File: src/hdl/tracker_pkg.sv
package tracker_pkg;

  // camera pixel as it arrives, rgb 5-6-5
  typedef struct packed {
    logic [4:0] red;
    logic [5:0] green;
    logic [4:0] blue;
  } pixel565_t;

  // display pixel, 8 bits per channel
  typedef struct packed {
    logic [7:0] red;
    logic [7:0] green;
    logic [7:0] blue;
  } rgb888_t;

  // one raster position plus its flags
  typedef struct packed {
    logic [10:0] hcount; // column
    logic [9:0]  vcount; // row
    logic        hsync;  // active high
    logic        vsync;  // active high
    logic        active; // level, inside the visible area
    logic        new_frame; // one cycle at the first blanking position after the last pixel
  } raster_t;

  // channel fed to the threshold; code 3 is unused and masks everything out
  typedef enum logic [1:0] {
    CHAN_RED,
    CHAN_GREEN,
    CHAN_BLUE
  } chan_e;

  // background behind the crosshair
  typedef enum logic {
    VIEW_CAMERA,
    VIEW_MASK
  } view_e;

  // serial divider states
  typedef enum logic [1:0] {
    DIV_IDLE,
    DIV_X,
    DIV_Y,
    DIV_DONE
  } div_state_e;

  // 565 to 888, each field left-justified and zero-padded
  function automatic rgb888_t widen565(input pixel565_t pix);
    rgb888_t wide;
    wide.red   = {pix.red, 3'b000};
    wide.green = {pix.green, 2'b00};
    wide.blue  = {pix.blue, 3'b000};
    return wide;
  endfunction

  // bits to hold a*b*c, used to size per-frame sums and counts
  function automatic int acc_width(input int a, input int b, input int c);
    return $clog2(a * b * c + 1);
  endfunction

endpackage
File: src/hdl/tracker_top.sv
`timescale 1ns/1ps

module tracker_top #(
  parameter logic [10:0] H_ACTIVE = 11'd1280,
  parameter logic [10:0] H_FRONT  = 11'd110,
  parameter logic [10:0] H_SYNC   = 11'd40,
  parameter logic [10:0] H_BACK   = 11'd220,
  parameter logic [9:0]  V_ACTIVE = 10'd720,
  parameter logic [9:0]  V_FRONT  = 10'd5,
  parameter logic [9:0]  V_SYNC   = 10'd5,
  parameter logic [9:0]  V_BACK   = 10'd20
) (
  input  logic                   clk_pixel,
  input  logic                   sys_rst,
  input  tracker_pkg::pixel565_t pixel_in,  // pixel for raster_src, same cycle
  input  tracker_pkg::chan_e     chan_sel,
  input  logic [3:0]             lower_nibble,
  input  logic [3:0]             upper_nibble,
  input  tracker_pkg::view_e     view_sel,
  output tracker_pkg::raster_t   raster_src, // position the camera must supply now
  output tracker_pkg::raster_t   raster_out, // raster_src two cycles later
  output tracker_pkg::rgb888_t   rgb_out,
  output logic [10:0]            com_x,
  output logic [9:0]             com_y,
  output logic                   com_valid
);

  localparam int CNT_W   = tracker_pkg::acc_width(H_ACTIVE, V_ACTIVE, 1);
  localparam int SUM_X_W = tracker_pkg::acc_width(H_ACTIVE, V_ACTIVE, H_ACTIVE);
  localparam int SUM_Y_W = tracker_pkg::acc_width(H_ACTIVE, V_ACTIVE, V_ACTIVE);

  // first stage, after the threshold register
  tracker_pkg::raster_t   raster_m;
  tracker_pkg::pixel565_t pixel_m;
  logic                   mask;

  // frame totals
  logic [SUM_X_W-1:0] sum_x;
  logic [SUM_Y_W-1:0] sum_y;
  logic [CNT_W-1:0]   count;
  logic               totals_valid;

  video_timing #(
    .H_ACTIVE(H_ACTIVE),
    .H_FRONT (H_FRONT),
    .H_SYNC  (H_SYNC),
    .H_BACK  (H_BACK),
    .V_ACTIVE(V_ACTIVE),
    .V_FRONT (V_FRONT),
    .V_SYNC  (V_SYNC),
    .V_BACK  (V_BACK)
  ) video_timing_inst (
    .clk_pixel(clk_pixel),
    .sys_rst  (sys_rst),
    .raster   (raster_src)
  );

  mask_threshold mask_threshold_inst (
    .clk_pixel   (clk_pixel),
    .sys_rst     (sys_rst),
    .raster_in   (raster_src),
    .pixel_in    (pixel_in),
    .chan_sel    (chan_sel),
    .lower_nibble(lower_nibble),
    .upper_nibble(upper_nibble),
    .mask        (mask),
    .raster_m    (raster_m),
    .pixel_m     (pixel_m)
  );

  com_accumulator #(
    .H_ACTIVE(H_ACTIVE),
    .V_ACTIVE(V_ACTIVE)
  ) com_accumulator_inst (
    .clk_pixel   (clk_pixel),
    .sys_rst     (sys_rst),
    .raster_m    (raster_m),
    .mask        (mask),
    .sum_x       (sum_x),
    .sum_y       (sum_y),
    .count       (count),
    .totals_valid(totals_valid)
  );

  com_divider #(
    .H_ACTIVE(H_ACTIVE),
    .V_ACTIVE(V_ACTIVE)
  ) com_divider_inst (
    .clk_pixel   (clk_pixel),
    .sys_rst     (sys_rst),
    .sum_x       (sum_x),
    .sum_y       (sum_y),
    .count       (count),
    .totals_valid(totals_valid),
    .com_x       (com_x),
    .com_y       (com_y),
    .com_valid   (com_valid)
  );

  overlay_mixer overlay_mixer_inst (
    .clk_pixel (clk_pixel),
    .sys_rst   (sys_rst),
    .raster_m  (raster_m),
    .mask      (mask),
    .pixel_m   (pixel_m),
    .view_sel  (view_sel),
    .com_x     (com_x),
    .com_y     (com_y),
    .com_valid (com_valid),
    .rgb_out   (rgb_out),
    .raster_out(raster_out)
  );

endmodule

File: src/hdl/overlay_mixer.sv
`timescale 1ns/1ps

module overlay_mixer (
  input  logic                   clk_pixel,
  input  logic                   sys_rst,
  input  tracker_pkg::raster_t   raster_m,
  input  logic                   mask,
  input  tracker_pkg::pixel565_t pixel_m,
  input  tracker_pkg::view_e     view_sel,
  input  logic [10:0]            com_x,
  input  logic [9:0]             com_y,
  input  logic                   com_valid,
  output tracker_pkg::rgb888_t   rgb_out,
  output tracker_pkg::raster_t   raster_out
);

  logic                 locked;     // a centre of mass has been seen
  logic [10:0]          cross_x;    // crosshair column
  logic [9:0]           cross_y;    // crosshair row
  logic                 on_cross;
  tracker_pkg::rgb888_t pixel_next;

  always_ff @(posedge clk_pixel) begin
    if (sys_rst)
      locked <= 1'b0;
    else if (com_valid)
      locked <= 1'b1; // stays set
  end

  // last published point
  always_ff @(posedge clk_pixel) begin
    if (com_valid) begin
      cross_x <= com_x;
      cross_y <= com_y;
    end
  end

  always_comb begin
    on_cross = locked &&
               ((raster_m.hcount == cross_x) || (raster_m.vcount == cross_y));
    if (!raster_m.active)
      pixel_next = '0; // blanking is black
    else if (on_cross)
      pixel_next = '{8'hF2, 8'hF2, 8'hF2};
    else if (view_sel == tracker_pkg::VIEW_CAMERA)
      pixel_next = tracker_pkg::widen565(pixel_m);
    else
      pixel_next = mask ? 24'hFF_FFFF : 24'h00_0000; // white where masked
  end

  // second pipeline stage; raster kept in step with the colour
  always_ff @(posedge clk_pixel) begin
    rgb_out    <= pixel_next;
    raster_out <= raster_m;
  end

endmodule

File: src/hdl/com_divider.sv
`timescale 1ns/1ps

module com_divider #(
  parameter logic [10:0] H_ACTIVE = 11'd1280,
  parameter logic [9:0]  V_ACTIVE = 10'd720,
  localparam int CNT_W   = tracker_pkg::acc_width(H_ACTIVE, V_ACTIVE, 1),
  localparam int SUM_X_W = tracker_pkg::acc_width(H_ACTIVE, V_ACTIVE, H_ACTIVE),
  localparam int SUM_Y_W = tracker_pkg::acc_width(H_ACTIVE, V_ACTIVE, V_ACTIVE)
) (
  input  logic               clk_pixel,
  input  logic               sys_rst,
  input  logic [SUM_X_W-1:0] sum_x,
  input  logic [SUM_Y_W-1:0] sum_y,
  input  logic [CNT_W-1:0]   count,
  input  logic               totals_valid,
  output logic [10:0]        com_x,
  output logic [9:0]         com_y,
  output logic               com_valid
);

  // one dividend width for both passes, never narrower than com_x
  localparam int DW_RAW = (SUM_X_W > SUM_Y_W) ? SUM_X_W : SUM_Y_W;
  localparam int DW     = (DW_RAW < 11) ? 11 : DW_RAW;
  localparam int BW     = $clog2(DW);

  tracker_pkg::div_state_e state;

  logic [BW-1:0]    bit_cnt;   // quotient bits left in this pass, minus one
  logic [DW-1:0]    dvd;       // dividend shifts out the top, quotient shifts in below
  logic [CNT_W-1:0] divisor;   // mask pixel count of the frame
  logic [CNT_W-1:0] rem;       // partial remainder
  logic [10:0]      quot_x;    // x result parked while y runs
  logic [CNT_W:0]   rem_shift; // remainder with the next dividend bit brought down
  logic             q_bit;
  logic [CNT_W-1:0] rem_next;
  logic [DW-1:0]    dvd_next;

  // restoring step, one quotient bit
  always_comb begin
    rem_shift = {rem, dvd[DW-1]};
    q_bit     = (rem_shift >= {1'b0, divisor});
    rem_next  = q_bit ? CNT_W'(rem_shift - {1'b0, divisor}) : rem_shift[CNT_W-1:0];
    dvd_next  = {dvd[DW-2:0], q_bit};
  end

  // control and results
  always_ff @(posedge clk_pixel) begin
    if (sys_rst) begin
      state     <= tracker_pkg::DIV_IDLE;
      bit_cnt   <= '0;
      com_x     <= '0;
      com_y     <= '0;
      com_valid <= 1'b0;
    end else begin
      com_valid <= 1'b0;
      case (state)
        tracker_pkg::DIV_IDLE: begin
          if (totals_valid && (count != '0)) begin // empty frame keeps the old point
            bit_cnt <= BW'(DW - 1);
            state   <= tracker_pkg::DIV_X;
          end
        end
        tracker_pkg::DIV_X: begin
          bit_cnt <= bit_cnt - 1'b1;
          if (bit_cnt == '0) begin
            bit_cnt <= BW'(DW - 1); // rearm for y
            state   <= tracker_pkg::DIV_Y;
          end
        end
        tracker_pkg::DIV_Y: begin
          bit_cnt <= bit_cnt - 1'b1;
          if (bit_cnt == '0)
            state <= tracker_pkg::DIV_DONE;
        end
        tracker_pkg::DIV_DONE: begin
          com_x     <= quot_x;
          com_y     <= dvd[9:0]; // y quotient sits in the low bits now
          com_valid <= 1'b1;
          state     <= tracker_pkg::DIV_IDLE;
        end
        default: state <= tracker_pkg::DIV_IDLE;
      endcase
    end
  end

  // datapath, steered by the state
  always_ff @(posedge clk_pixel) begin
    case (state)
      tracker_pkg::DIV_IDLE: begin
        divisor <= count;
        dvd     <= DW'(sum_x);
        rem     <= '0;
      end
      tracker_pkg::DIV_X: begin
        if (bit_cnt == '0) begin
          quot_x <= dvd_next[10:0]; // floor of the mean column
          dvd    <= DW'(sum_y);     // totals hold until the next frame edge
          rem    <= '0;
        end else begin
          dvd <= dvd_next;
          rem <= rem_next;
        end
      end
      tracker_pkg::DIV_Y: begin
        dvd <= dvd_next;
        rem <= rem_next;
      end
      default: ;
    endcase
  end

endmodule

File: src/hdl/com_accumulator.sv
`timescale 1ns/1ps

module com_accumulator #(
  parameter logic [10:0] H_ACTIVE = 11'd1280,
  parameter logic [9:0]  V_ACTIVE = 10'd720,
  localparam int CNT_W   = tracker_pkg::acc_width(H_ACTIVE, V_ACTIVE, 1),
  localparam int SUM_X_W = tracker_pkg::acc_width(H_ACTIVE, V_ACTIVE, H_ACTIVE),
  localparam int SUM_Y_W = tracker_pkg::acc_width(H_ACTIVE, V_ACTIVE, V_ACTIVE)
) (
  input  logic                 clk_pixel,
  input  logic                 sys_rst,
  input  tracker_pkg::raster_t raster_m,
  input  logic                 mask,
  output logic [SUM_X_W-1:0]   sum_x,
  output logic [SUM_Y_W-1:0]   sum_y,
  output logic [CNT_W-1:0]     count,
  output logic                 totals_valid
);

  // the three per-frame totals, kept together
  typedef struct packed {
    logic [SUM_X_W-1:0] sum_x;
    logic [SUM_Y_W-1:0] sum_y;
    logic [CNT_W-1:0]   count;
  } frame_totals_t;

  frame_totals_t running; // sums for the frame in progress
  frame_totals_t totals;  // last complete frame
  logic          hit;     // visible mask pixel

  assign hit = raster_m.active && mask;

  always_ff @(posedge clk_pixel) begin
    if (sys_rst) begin
      running      <= '0;
      totals_valid <= 1'b0;
    end else begin
      totals_valid <= raster_m.new_frame; // lines up with the totals copy
      if (raster_m.new_frame) begin
        running <= '0; // start the next frame
      end else if (hit) begin
        running.sum_x <= running.sum_x + SUM_X_W'(raster_m.hcount);
        running.sum_y <= running.sum_y + SUM_Y_W'(raster_m.vcount);
        running.count <= running.count + 1'b1;
      end
    end
  end

  // frame boundary snapshot, held steady until the next boundary
  always_ff @(posedge clk_pixel) begin
    if (raster_m.new_frame)
      totals <= running;
  end

  assign sum_x = totals.sum_x;
  assign sum_y = totals.sum_y;
  assign count = totals.count;

endmodule

File: src/hdl/mask_threshold.sv
`timescale 1ns/1ps

module mask_threshold (
  input  logic                   clk_pixel,
  input  logic                   sys_rst,
  input  tracker_pkg::raster_t   raster_in,
  input  tracker_pkg::pixel565_t pixel_in,
  input  tracker_pkg::chan_e     chan_sel,
  input  logic [3:0]             lower_nibble,
  input  logic [3:0]             upper_nibble,
  output logic                   mask,
  output tracker_pkg::raster_t   raster_m,
  output tracker_pkg::pixel565_t pixel_m
);

  tracker_pkg::rgb888_t wide; // camera pixel at 8 bits per channel
  logic [7:0] channel;        // the selected channel
  logic [7:0] lower_bound;
  logic [7:0] upper_bound;
  logic       chan_ok;        // low for the unused channel code
  logic       in_window;

  assign wide        = tracker_pkg::widen565(pixel_in);
  assign lower_bound = {lower_nibble, 4'b0000};
  assign upper_bound = {upper_nibble, 4'b0000};

  always_comb begin
    chan_ok = 1'b1;
    case (chan_sel)
      tracker_pkg::CHAN_RED:   channel = wide.red;
      tracker_pkg::CHAN_GREEN: channel = wide.green;
      tracker_pkg::CHAN_BLUE:  channel = wide.blue;
      default: begin
        channel = 8'd0;
        chan_ok = 1'b0; // fourth code never matches
      end
    endcase
  end

  // both bounds inclusive; blanking never masks
  assign in_window = chan_ok && raster_in.active &&
                     (channel >= lower_bound) && (channel <= upper_bound);

  always_ff @(posedge clk_pixel) begin
    if (sys_rst)
      mask <= 1'b0;
    else
      mask <= in_window;
  end

  // raster and pixel ride along with the mask bit
  always_ff @(posedge clk_pixel) begin
    raster_m <= raster_in;
    pixel_m  <= pixel_in;
  end

endmodule

File: src/hdl/video_timing.sv
`timescale 1ns/1ps

module video_timing #(
  parameter logic [10:0] H_ACTIVE = 11'd1280,
  parameter logic [10:0] H_FRONT  = 11'd110,
  parameter logic [10:0] H_SYNC   = 11'd40,
  parameter logic [10:0] H_BACK   = 11'd220,
  parameter logic [9:0]  V_ACTIVE = 10'd720,
  parameter logic [9:0]  V_FRONT  = 10'd5,
  parameter logic [9:0]  V_SYNC   = 10'd5,
  parameter logic [9:0]  V_BACK   = 10'd20
) (
  input  logic                 clk_pixel,
  input  logic                 sys_rst,
  output tracker_pkg::raster_t raster
);

  // interval edges along the line
  localparam logic [10:0] H_SYNC_START = H_ACTIVE + H_FRONT;
  localparam logic [10:0] H_SYNC_END   = H_SYNC_START + H_SYNC;
  localparam logic [10:0] H_TOTAL      = H_SYNC_END + H_BACK;
  // and down the frame, in whole lines
  localparam logic [9:0]  V_SYNC_START = V_ACTIVE + V_FRONT;
  localparam logic [9:0]  V_SYNC_END   = V_SYNC_START + V_SYNC;
  localparam logic [9:0]  V_TOTAL      = V_SYNC_END + V_BACK;

  logic [10:0] hcount;
  logic [9:0]  vcount;
  logic        h_last; // last column of the line
  logic        v_last; // last line of the frame

  assign h_last = (hcount == H_TOTAL - 11'd1);
  assign v_last = (vcount == V_TOTAL - 10'd1);

  always_ff @(posedge clk_pixel) begin
    if (sys_rst) begin
      hcount <= '0;
      vcount <= '0;
    end else if (h_last) begin
      hcount <= '0; // wrap line
      vcount <= v_last ? '0 : vcount + 10'd1;
    end else begin
      hcount <= hcount + 11'd1;
    end
  end

  // flags decode straight off the counters, so they follow the counts in the same cycle
  always_comb begin
    raster.hcount    = hcount;
    raster.vcount    = vcount;
    raster.active    = (hcount < H_ACTIVE) && (vcount < V_ACTIVE);
    raster.hsync     = (hcount >= H_SYNC_START) && (hcount < H_SYNC_END);
    raster.vsync     = (vcount >= V_SYNC_START) && (vcount < V_SYNC_END);
    raster.new_frame = (hcount == H_ACTIVE) && (vcount == V_ACTIVE); // once per frame
  end

endmodule

File: config.mk
export PLATFORM = sky130hd
export DESIGN_NAME = tracker_top
export DESIGN_NICKNAME = d
export VERILOG_FILES = /design/src/hdl/tracker_pkg.sv /design/src/hdl/tracker_top.sv /design/src/hdl/overlay_mixer.sv /design/src/hdl/com_divider.sv /design/src/hdl/com_accumulator.sv /design/src/hdl/mask_threshold.sv /design/src/hdl/video_timing.sv
export SDC_FILE = /design/constraint.sdc
export NUM_CORES = 1
export LEC_CHECK = 0
export BUFFER_PORTS_ARGS = -buffer_cell sky130_fd_sc_hd__buf_2
export CORE_MARGIN = 4
export CORE_UTILIZATION = 65
export DETAILED_ROUTE_END_ITERATION = 12
export PLACE_DENSITY = 0.85
export SLEW_MARGIN = 20
export SYNTH_ARGS = -nofsm -noshare
export SYNTH_HDL_FRONTEND = slang
export SYNTH_SLANG_ARGS = --single-unit
File: constraint.sdc
create_clock -name clk_pixel -period 8.6 [get_ports clk_pixel]
set_input_delay 1.72 -clock clk_pixel [delete_from_list [all_inputs] [get_ports clk_pixel]]
set_output_delay 1.72 -clock clk_pixel [all_outputs]
set_load 0.005 [all_outputs]
==> results.md, run 1 <==
* Setup repair bufs after CTS at 0
* Post-synth top area cell: edfxtp_1
* Filler Cell Count at 1574
* Unique cell type count in the Yosys netlist at 75
* Number of global-route vias before repair at 12024
* First-pass GRT wire length at 60300 um
* Worst Hold Class: reg -> reg
* Post-route cell area at 19000 um^2
* Main area contributors after synthesis: edfxtp_1 33%, dfxtp_1 26%, ha_1 4.6%, nor2_1 4.1%, nand2_1 3.3%
* Pleak at 0.00766 uW
* Layout cells sized above 1 at 0.129
* Worst-Skew Late Latency at 0.53 ns
* Layout Utilization at 0.749
* H-tree depth at 2
* Cell area after synthesis at 16900 um^2
* I/O pins at 125
* Crit Path Max Fanout at 7
* DRC Markers at 0
* GRT overflow at 0
* Synth top area share at 0.328
* Ys async rst share at 0
* Status: finished, final reports clean
* Drt total wl at 37200 um
* Highest Clock Rate at 248 MHz
* Final setup TNS at 0 ns
* Slew @ Worst Pin at 1.05 ns
* Layout area overhead at 12.5%
* #FFs+latches synth at 402
* RSZ-0062 raised after global routing: no
* CTS tree: built
* Max Root-Sink Buffers at 3
* Number of synthesized flops with an enable pin at 184
* Die Wd at 169 um
* Top_reg_cell synth: dfxtp_1
* Syn nets at 1646
* FF+latch area at 9890 um^2
* Initial Utilization at 0.665
* Antenna cells at 0
* DP Wirelength at 24700 um
* TritonCTS buffer count at 39
* Worst-path clk slew at 0.06 ns
* Max Cap Viol at 0
* Most frequent cells in the layout: 217 x dfxtp_1, 186 x nor2_1, 184 x edfxtp_1, 147 x nand2_1, 124 x buf_2
* Via density per instance at 5.97
* Initial antenna violation count at 0
* Die footprint at 28600 um^2
* Hold buffers post-CTS at 0
* Period utilization at 0.470
* Critical path data arrival time at 2.32 ns
* Die H at 169 um
* Synthesized area per cell at 10.9 um^2
* Total core area at 25300 um^2
* Final hold violations at 0
* Via count at 12084
* Port Buf Inserts at 124
* Fin crit period at 4.04 ns
* Initial DRT Pass Iterations at 5
* Element type at the critical path start: flop
* Area of the multi-input gates at 6480 um^2
* Post-place instance area at 17700 um^2
* Row count at 58
* Layout Nets at 1758
* Post-Synthesis Cells at 1552
* Routability Congestion at 0.903
* Skew final at 0.0242 ns
* Root Driver: clkbuf_16
* Fin. max-slew vios at 0
* Power Dens Cells at 232 nW/um^2
* Antenna-violating nets left at 0
* DR WL/cell at 18.4 um
* Largest net degree at the start of global routing at 68
* Most common cell after layout, fill and taps aside: dfxtp_1
* Rel. slew slack at 0.302
* Yosys synthesis warning count at 0
* CP Class: reg -> out
* Seq/Total Area, Yosys at 0.587
* Total GRT Usage at 0.257
* CTS resizes at 0
* Setup Viol. Count Final at 0
* DRT iter0 DRCs at 1053
* WP data required at 6.88 ns
* Crit. End Element: output pin
* Peak supply drop at 202 uV
* Clk sink count at 402
## critical path: stages (launching register included)
cell and delay, ns:
dfxtp_1 0.44, nand2_1 0.11, nor3b_1 0.37, nand3b_1 0.15
nor4_1 0.39, and3_1 0.24, buf_2 0.11
## logic make-up after synthesis
family | share of synthesized area
AND/OR/NAND/NOR | 0.149
flip-flops | 0.587
AO/OA/AOI/OAI | 0.114
adder cells (fa/ha/maj) | 0.0496
multiplexers | 0.0244
XOR/XNOR | 0.0478
buffers and inverters | 0.0290
## metal layers
layer	part of all wire	global-route usage	vias to the layer above
met2	0.51	0.457	450
met3	0.070	0.0490	68
met5	0	0	-
met4	0.022	0.0739	0
li1	-	-	5746
met1	0.40	0.320	5820
## final timing paths
kind                            cells past startpoint                          endpoint  slack [ns]                             from
worst min-delay path                                0  overlay_mixer_inst.raster_out[3]        0.33  mask_threshold_inst.raster_m[3]
worst max register to register                      8          com_divider_inst.rem[19]        5.33          com_divider_inst.rem[7]
worst max-delay path                                6                     raster_src[0]        4.56      video_timing_inst.vcount[6]
worst min register to register                      0  overlay_mixer_inst.raster_out[3]        0.33  mask_threshold_inst.raster_m[3]
## cell type report
type,count,share of cell area
Clock buffer,54,0.0588
Clock inverter,18,0.00851
Inverter,55,0.0109
Multi-Input combinational cell,1032,0.342
Sequential cell,402,0.522
Tap cell,330,0.0218
Timing Repair Buffer,134,0.0367
## stage by stage
step | cells | hold WS [ns] | setup WS (ns) | power (uW)
2_1_floorplan | 1552 | 0.310 | 4.99 | 2590
3_3_place_gp | 1953 | 0.320 | 4.77 | 2710
3_5_place_dp | 1953 | 0.316 | 4.74 | 2740
4_1_cts | 2025 | 0.333 | 4.55 | 4410
5_1_grt | 2025 | 0.334 | 4.40 | 4560
6_report | 2025 | 0.330 | 4.56 | 4400
## sequential cells by signal, summed over array words and instances (netlist names), 11 cells and up
| name | count |
|---|---|
| com_accumulator_inst.running | 81 |
| com_accumulator_inst.sum_x | 31 |
| com_divider_inst.dvd | 31 |
| com_accumulator_inst.sum_y | 30 |
| mask_threshold_inst.raster_m | 25 |
| overlay_mixer_inst.raster_out | 25 |
| com_accumulator_inst.count | 20 |
| com_divider_inst.divisor | 20 |
| com_divider_inst.rem | 20 |
| overlay_mixer_inst.rgb_out | 18 |
| mask_threshold_inst.pixel_m | 16 |
| com_divider_inst.com_x | 11 |
| com_divider_inst.quot_x | 11 |
| overlay_mixer_inst.cross_x | 11 |
| video_timing_inst.hcount | 11 |
## power by group
part | internal [uW] | total [uW] | leakage [uW] | switching (uW)
registers | 2150 | 2230 | 0.00357 | 84.2
clock network | 974 | 1680 | 0.000620 | 710
logic | 181 | 479 | 0.00347 | 299
## synth_stat cells (7+ instances only)
cell and instances:
a21oi_1 96, xnor2_1 53, nand4_1 31, xor2_1 39, nor4_1 12, dfxtp_1 218
o21ai_0 60, clkbuf_1 36, a21o_1 55, and2_1 7, buf_2 9, nor3_1 19
nand2_1 147, inv_1 55, mux2i_1 41, buf_1 10, nand2b_1 12, nand3_1 38
o211ai_1 8, a211oi_1 18, nor2_1 186, or3_1 15, ha_1 62, buf_4 7
edfxtp_1 184, o21a_1 9, nor2b_1 16, and3_1 18
Power figures use the tool's default switching activity.
==> inputs of run 2 (changes only) <==
Settings changed: CORE_UTILIZATION 65 to 60, PLACE_DENSITY 0.85 to 0.8.
Clock period 8.6 ns to 4 ns, I/O delays scaled along.
==> results.md, run 2 (synthesis results as in run 1) <==
* Layout cells sized above 1 at 0.133 (+0.00425)
* Drt total wl at 36400 um (-2.0%)
* Setup repair bufs after CTS at 0 (unchanged)
* Area of the multi-input gates at 6480 um^2 (unchanged)
* Worst-path cell chain: nand2_1 > nor3b_1 > nand3b_1 > nor4_1 > and3_1 > buf_2
* First-pass GRT wire length at 59100 um (-1.9%)
* Power Dens Cells at 499 nW/um^2 (+120%)
* H-tree depth at 2 (unchanged)
* Element type at the critical path start: flop
* Antenna cells at 0 (unchanged)
* I/O pins at 125 (unchanged)
* Worst r2r dst: com_divider_inst.rem[6]
* Crit Path Max Fanout at 7 (unchanged)
* Initial antenna violation count at 0 (unchanged)
* Final setup TNS at 0 ns (unchanged)
* Max Cap Viol at 0 (unchanged)
* Total GRT Usage at 0.234 (-0.0227)
* Reg-to-Reg Start: com_divider_inst.rem[7]
* Worst Hold Class: reg -> reg
* Die Wd at 176 um (+3.9%)
* Fin crit period at 3.29 ns
* CTS tree: built
* Status: finished, final reports clean
* Pleak at 0.00773 uW (+0.92%)
* Final hold violations at 0 (unchanged)
* Critical path data arrival time at 2.49 ns (+0.17 ns)
* Period utilization at 0.823
* Crit. Startpoint: video_timing_inst.vcount[6]
* Die H at 176 um (+3.9%)
* Most common cell after layout, fill and taps aside: dfxtp_1
* Skew final at 0.0262 ns (+0.00193 ns)
* Total core area at 27800 um^2 (+9.7%)
* Max Root-Sink Buffers at 3 (unchanged)
* Final setup margin at 0.707 ns (-3.85 ns)
* Pre-CTS setup slack at 1.03 ns (-3.71 ns)
* Layout area overhead at 13.4%
* Top flop regs: com_accumulator_inst.running x81, com_accumulator_inst.sum_x x31, com_divider_inst.dvd x31
* Flop-to-flop setup slack at 1.02 ns (-4.31 ns)
* CP Class: reg -> out
* Via density per instance at 5.73 (-3.9%)
* DR WL/cell at 17.5 um (-4.5%)
* Most frequent cells in the layout: 217 x dfxtp_1, 186 x nor2_1, 184 x edfxtp_1, 147 x nand2_1, 124 x buf_2
* GRT overflow at 0 (unchanged)
* Worst-path clk slew at 0.06 ns (about the same)
* Initial DRT Pass Iterations at 5 (unchanged)
* Antenna-violating nets left at 0 (unchanged)
* DP Wirelength at 24700 um (+0.36%)
* Crit. End Element: output pin
* Number of global-route vias before repair at 11831 (-1.6%)
* Via count at 11922 (-1.3%)
* Worst hold slack at 0.333 ns (+0.00265 ns)
* Setup Viol. Count Final at 0 (unchanged)
* RSZ-0062 raised after global routing: no
* Delay of the slowest critical-path stage at 0.52 ns (+0.08 ns)
* Largest net degree at the start of global routing at 55 (-19%)
* Reg with most FFs: com_accumulator_inst.running
* Layout Nets at 1763 (+0.28%)
* Worst-case reg-to-reg path depth at 9 (+1)
* Initial Utilization at 0.607 (-0.0588)
* Hold buffers post-CTS at 0 (unchanged)
* WP buf/inv at 1 (unchanged)
* Routability Congestion at 0.884 (-2.1%)
* Layout Utilization at 0.688 (-0.0608)
* CTS resizes at 0 (unchanged)
* Die footprint at 30800 um^2 (+7.9%)
* TritonCTS buffer count at 40 (+2.6%)
* Max reg flops at 81 (unchanged)
* DRC Markers at 0 (unchanged)
* Fin. max-slew vios at 0 (unchanged)
* Slew @ Worst Pin at 1.01 ns (-0.0350 ns)
* Peak supply drop at 358 uV (+77%)
* Critical path's top delay family: simple AND/OR/NAND/NOR gates
* FF+latch area at 9890 um^2 (unchanged)
* Worst Setup EP: raster_src[0]
* Root Driver: clkbuf_16
* WP data required at 3.20 ns (-3.68 ns)
* Worst-Skew Late Latency at 0.54 ns (about the same)
* Highest Clock Rate at 304 MHz
* Slowest-stage cell, CP: nor4_1
* Critical path depth at 6 (unchanged)
* Row count at 61 (+5.2%)
* Clk sink count at 402 (unchanged)
* Rel. slew slack at 0.324 (+0.0219)
* Filler Cell Count at 2028 (+29%)
* Port Buf Inserts at 124 (unchanged)
* DRT iter0 DRCs at 982 (-6.7%)
==> run 2: worst min-delay path by stage <==
stage	endpoint	slack, ns	startpoint	cells past startpoint
2_1_floorplan	overlay_mixer_inst.raster_out[2]	0.31	mask_threshold_inst.raster_m[2]	0
3_3_place_gp	overlay_mixer_inst.raster_out[3]	0.31	mask_threshold_inst.raster_m[3]	0
3_5_place_dp	overlay_mixer_inst.raster_out[2]	0.31	mask_threshold_inst.raster_m[2]	0
4_1_cts	overlay_mixer_inst.raster_out[2]	0.33	mask_threshold_inst.raster_m[2]	0
5_1_grt	overlay_mixer_inst.raster_out[2]	0.34	mask_threshold_inst.raster_m[2]	0
6_report	overlay_mixer_inst.raster_out[2]	0.33	mask_threshold_inst.raster_m[2]	0
==> run 2: report_power, final <==
group | internal (uW) | switching [uW] | leakage, uW
clock | 2190 | 1540 | 0.000661
combinational | 395 | 642 | 0.00349
sequential | 4620 | 156 | 0.00357
total | 7200 | 2340 | 0.00773
==> run 2: cell type report <==
cell class              count  share of cell area
multi-input cells        1032               0.339
inverters                  55              0.0108
clock inverters            16             0.00871
well taps                 378              0.0247
repair buffers            138              0.0380
clock buffers              58              0.0612
flip-flops and latches    402               0.518
==> run 2: layer usage <==
metal,share of wire,track usage,up-vias
met5,0,0,-
met4,0.028,0.0812,0
met3,0.053,0.0325,76
met2,0.49,0.397,367
met1,0.42,0.311,5721
li1,-,-,5758
==> run 2: metrics by stage <==
| stage | cell area [um^2] | cells | power [uW] |
|---|---|---|---|
| after global placement | 17800 | 2005 | 5860 |
| after floorplan | 16900 | 1552 | 5580 |
| after CTS | 19100 | 2079 | 9610 |
| after detailed placement | 17800 | 2005 | 5890 |
| after global routing | 19100 | 2079 | 9940 |
| final | 19100 | 2079 | 9550 |
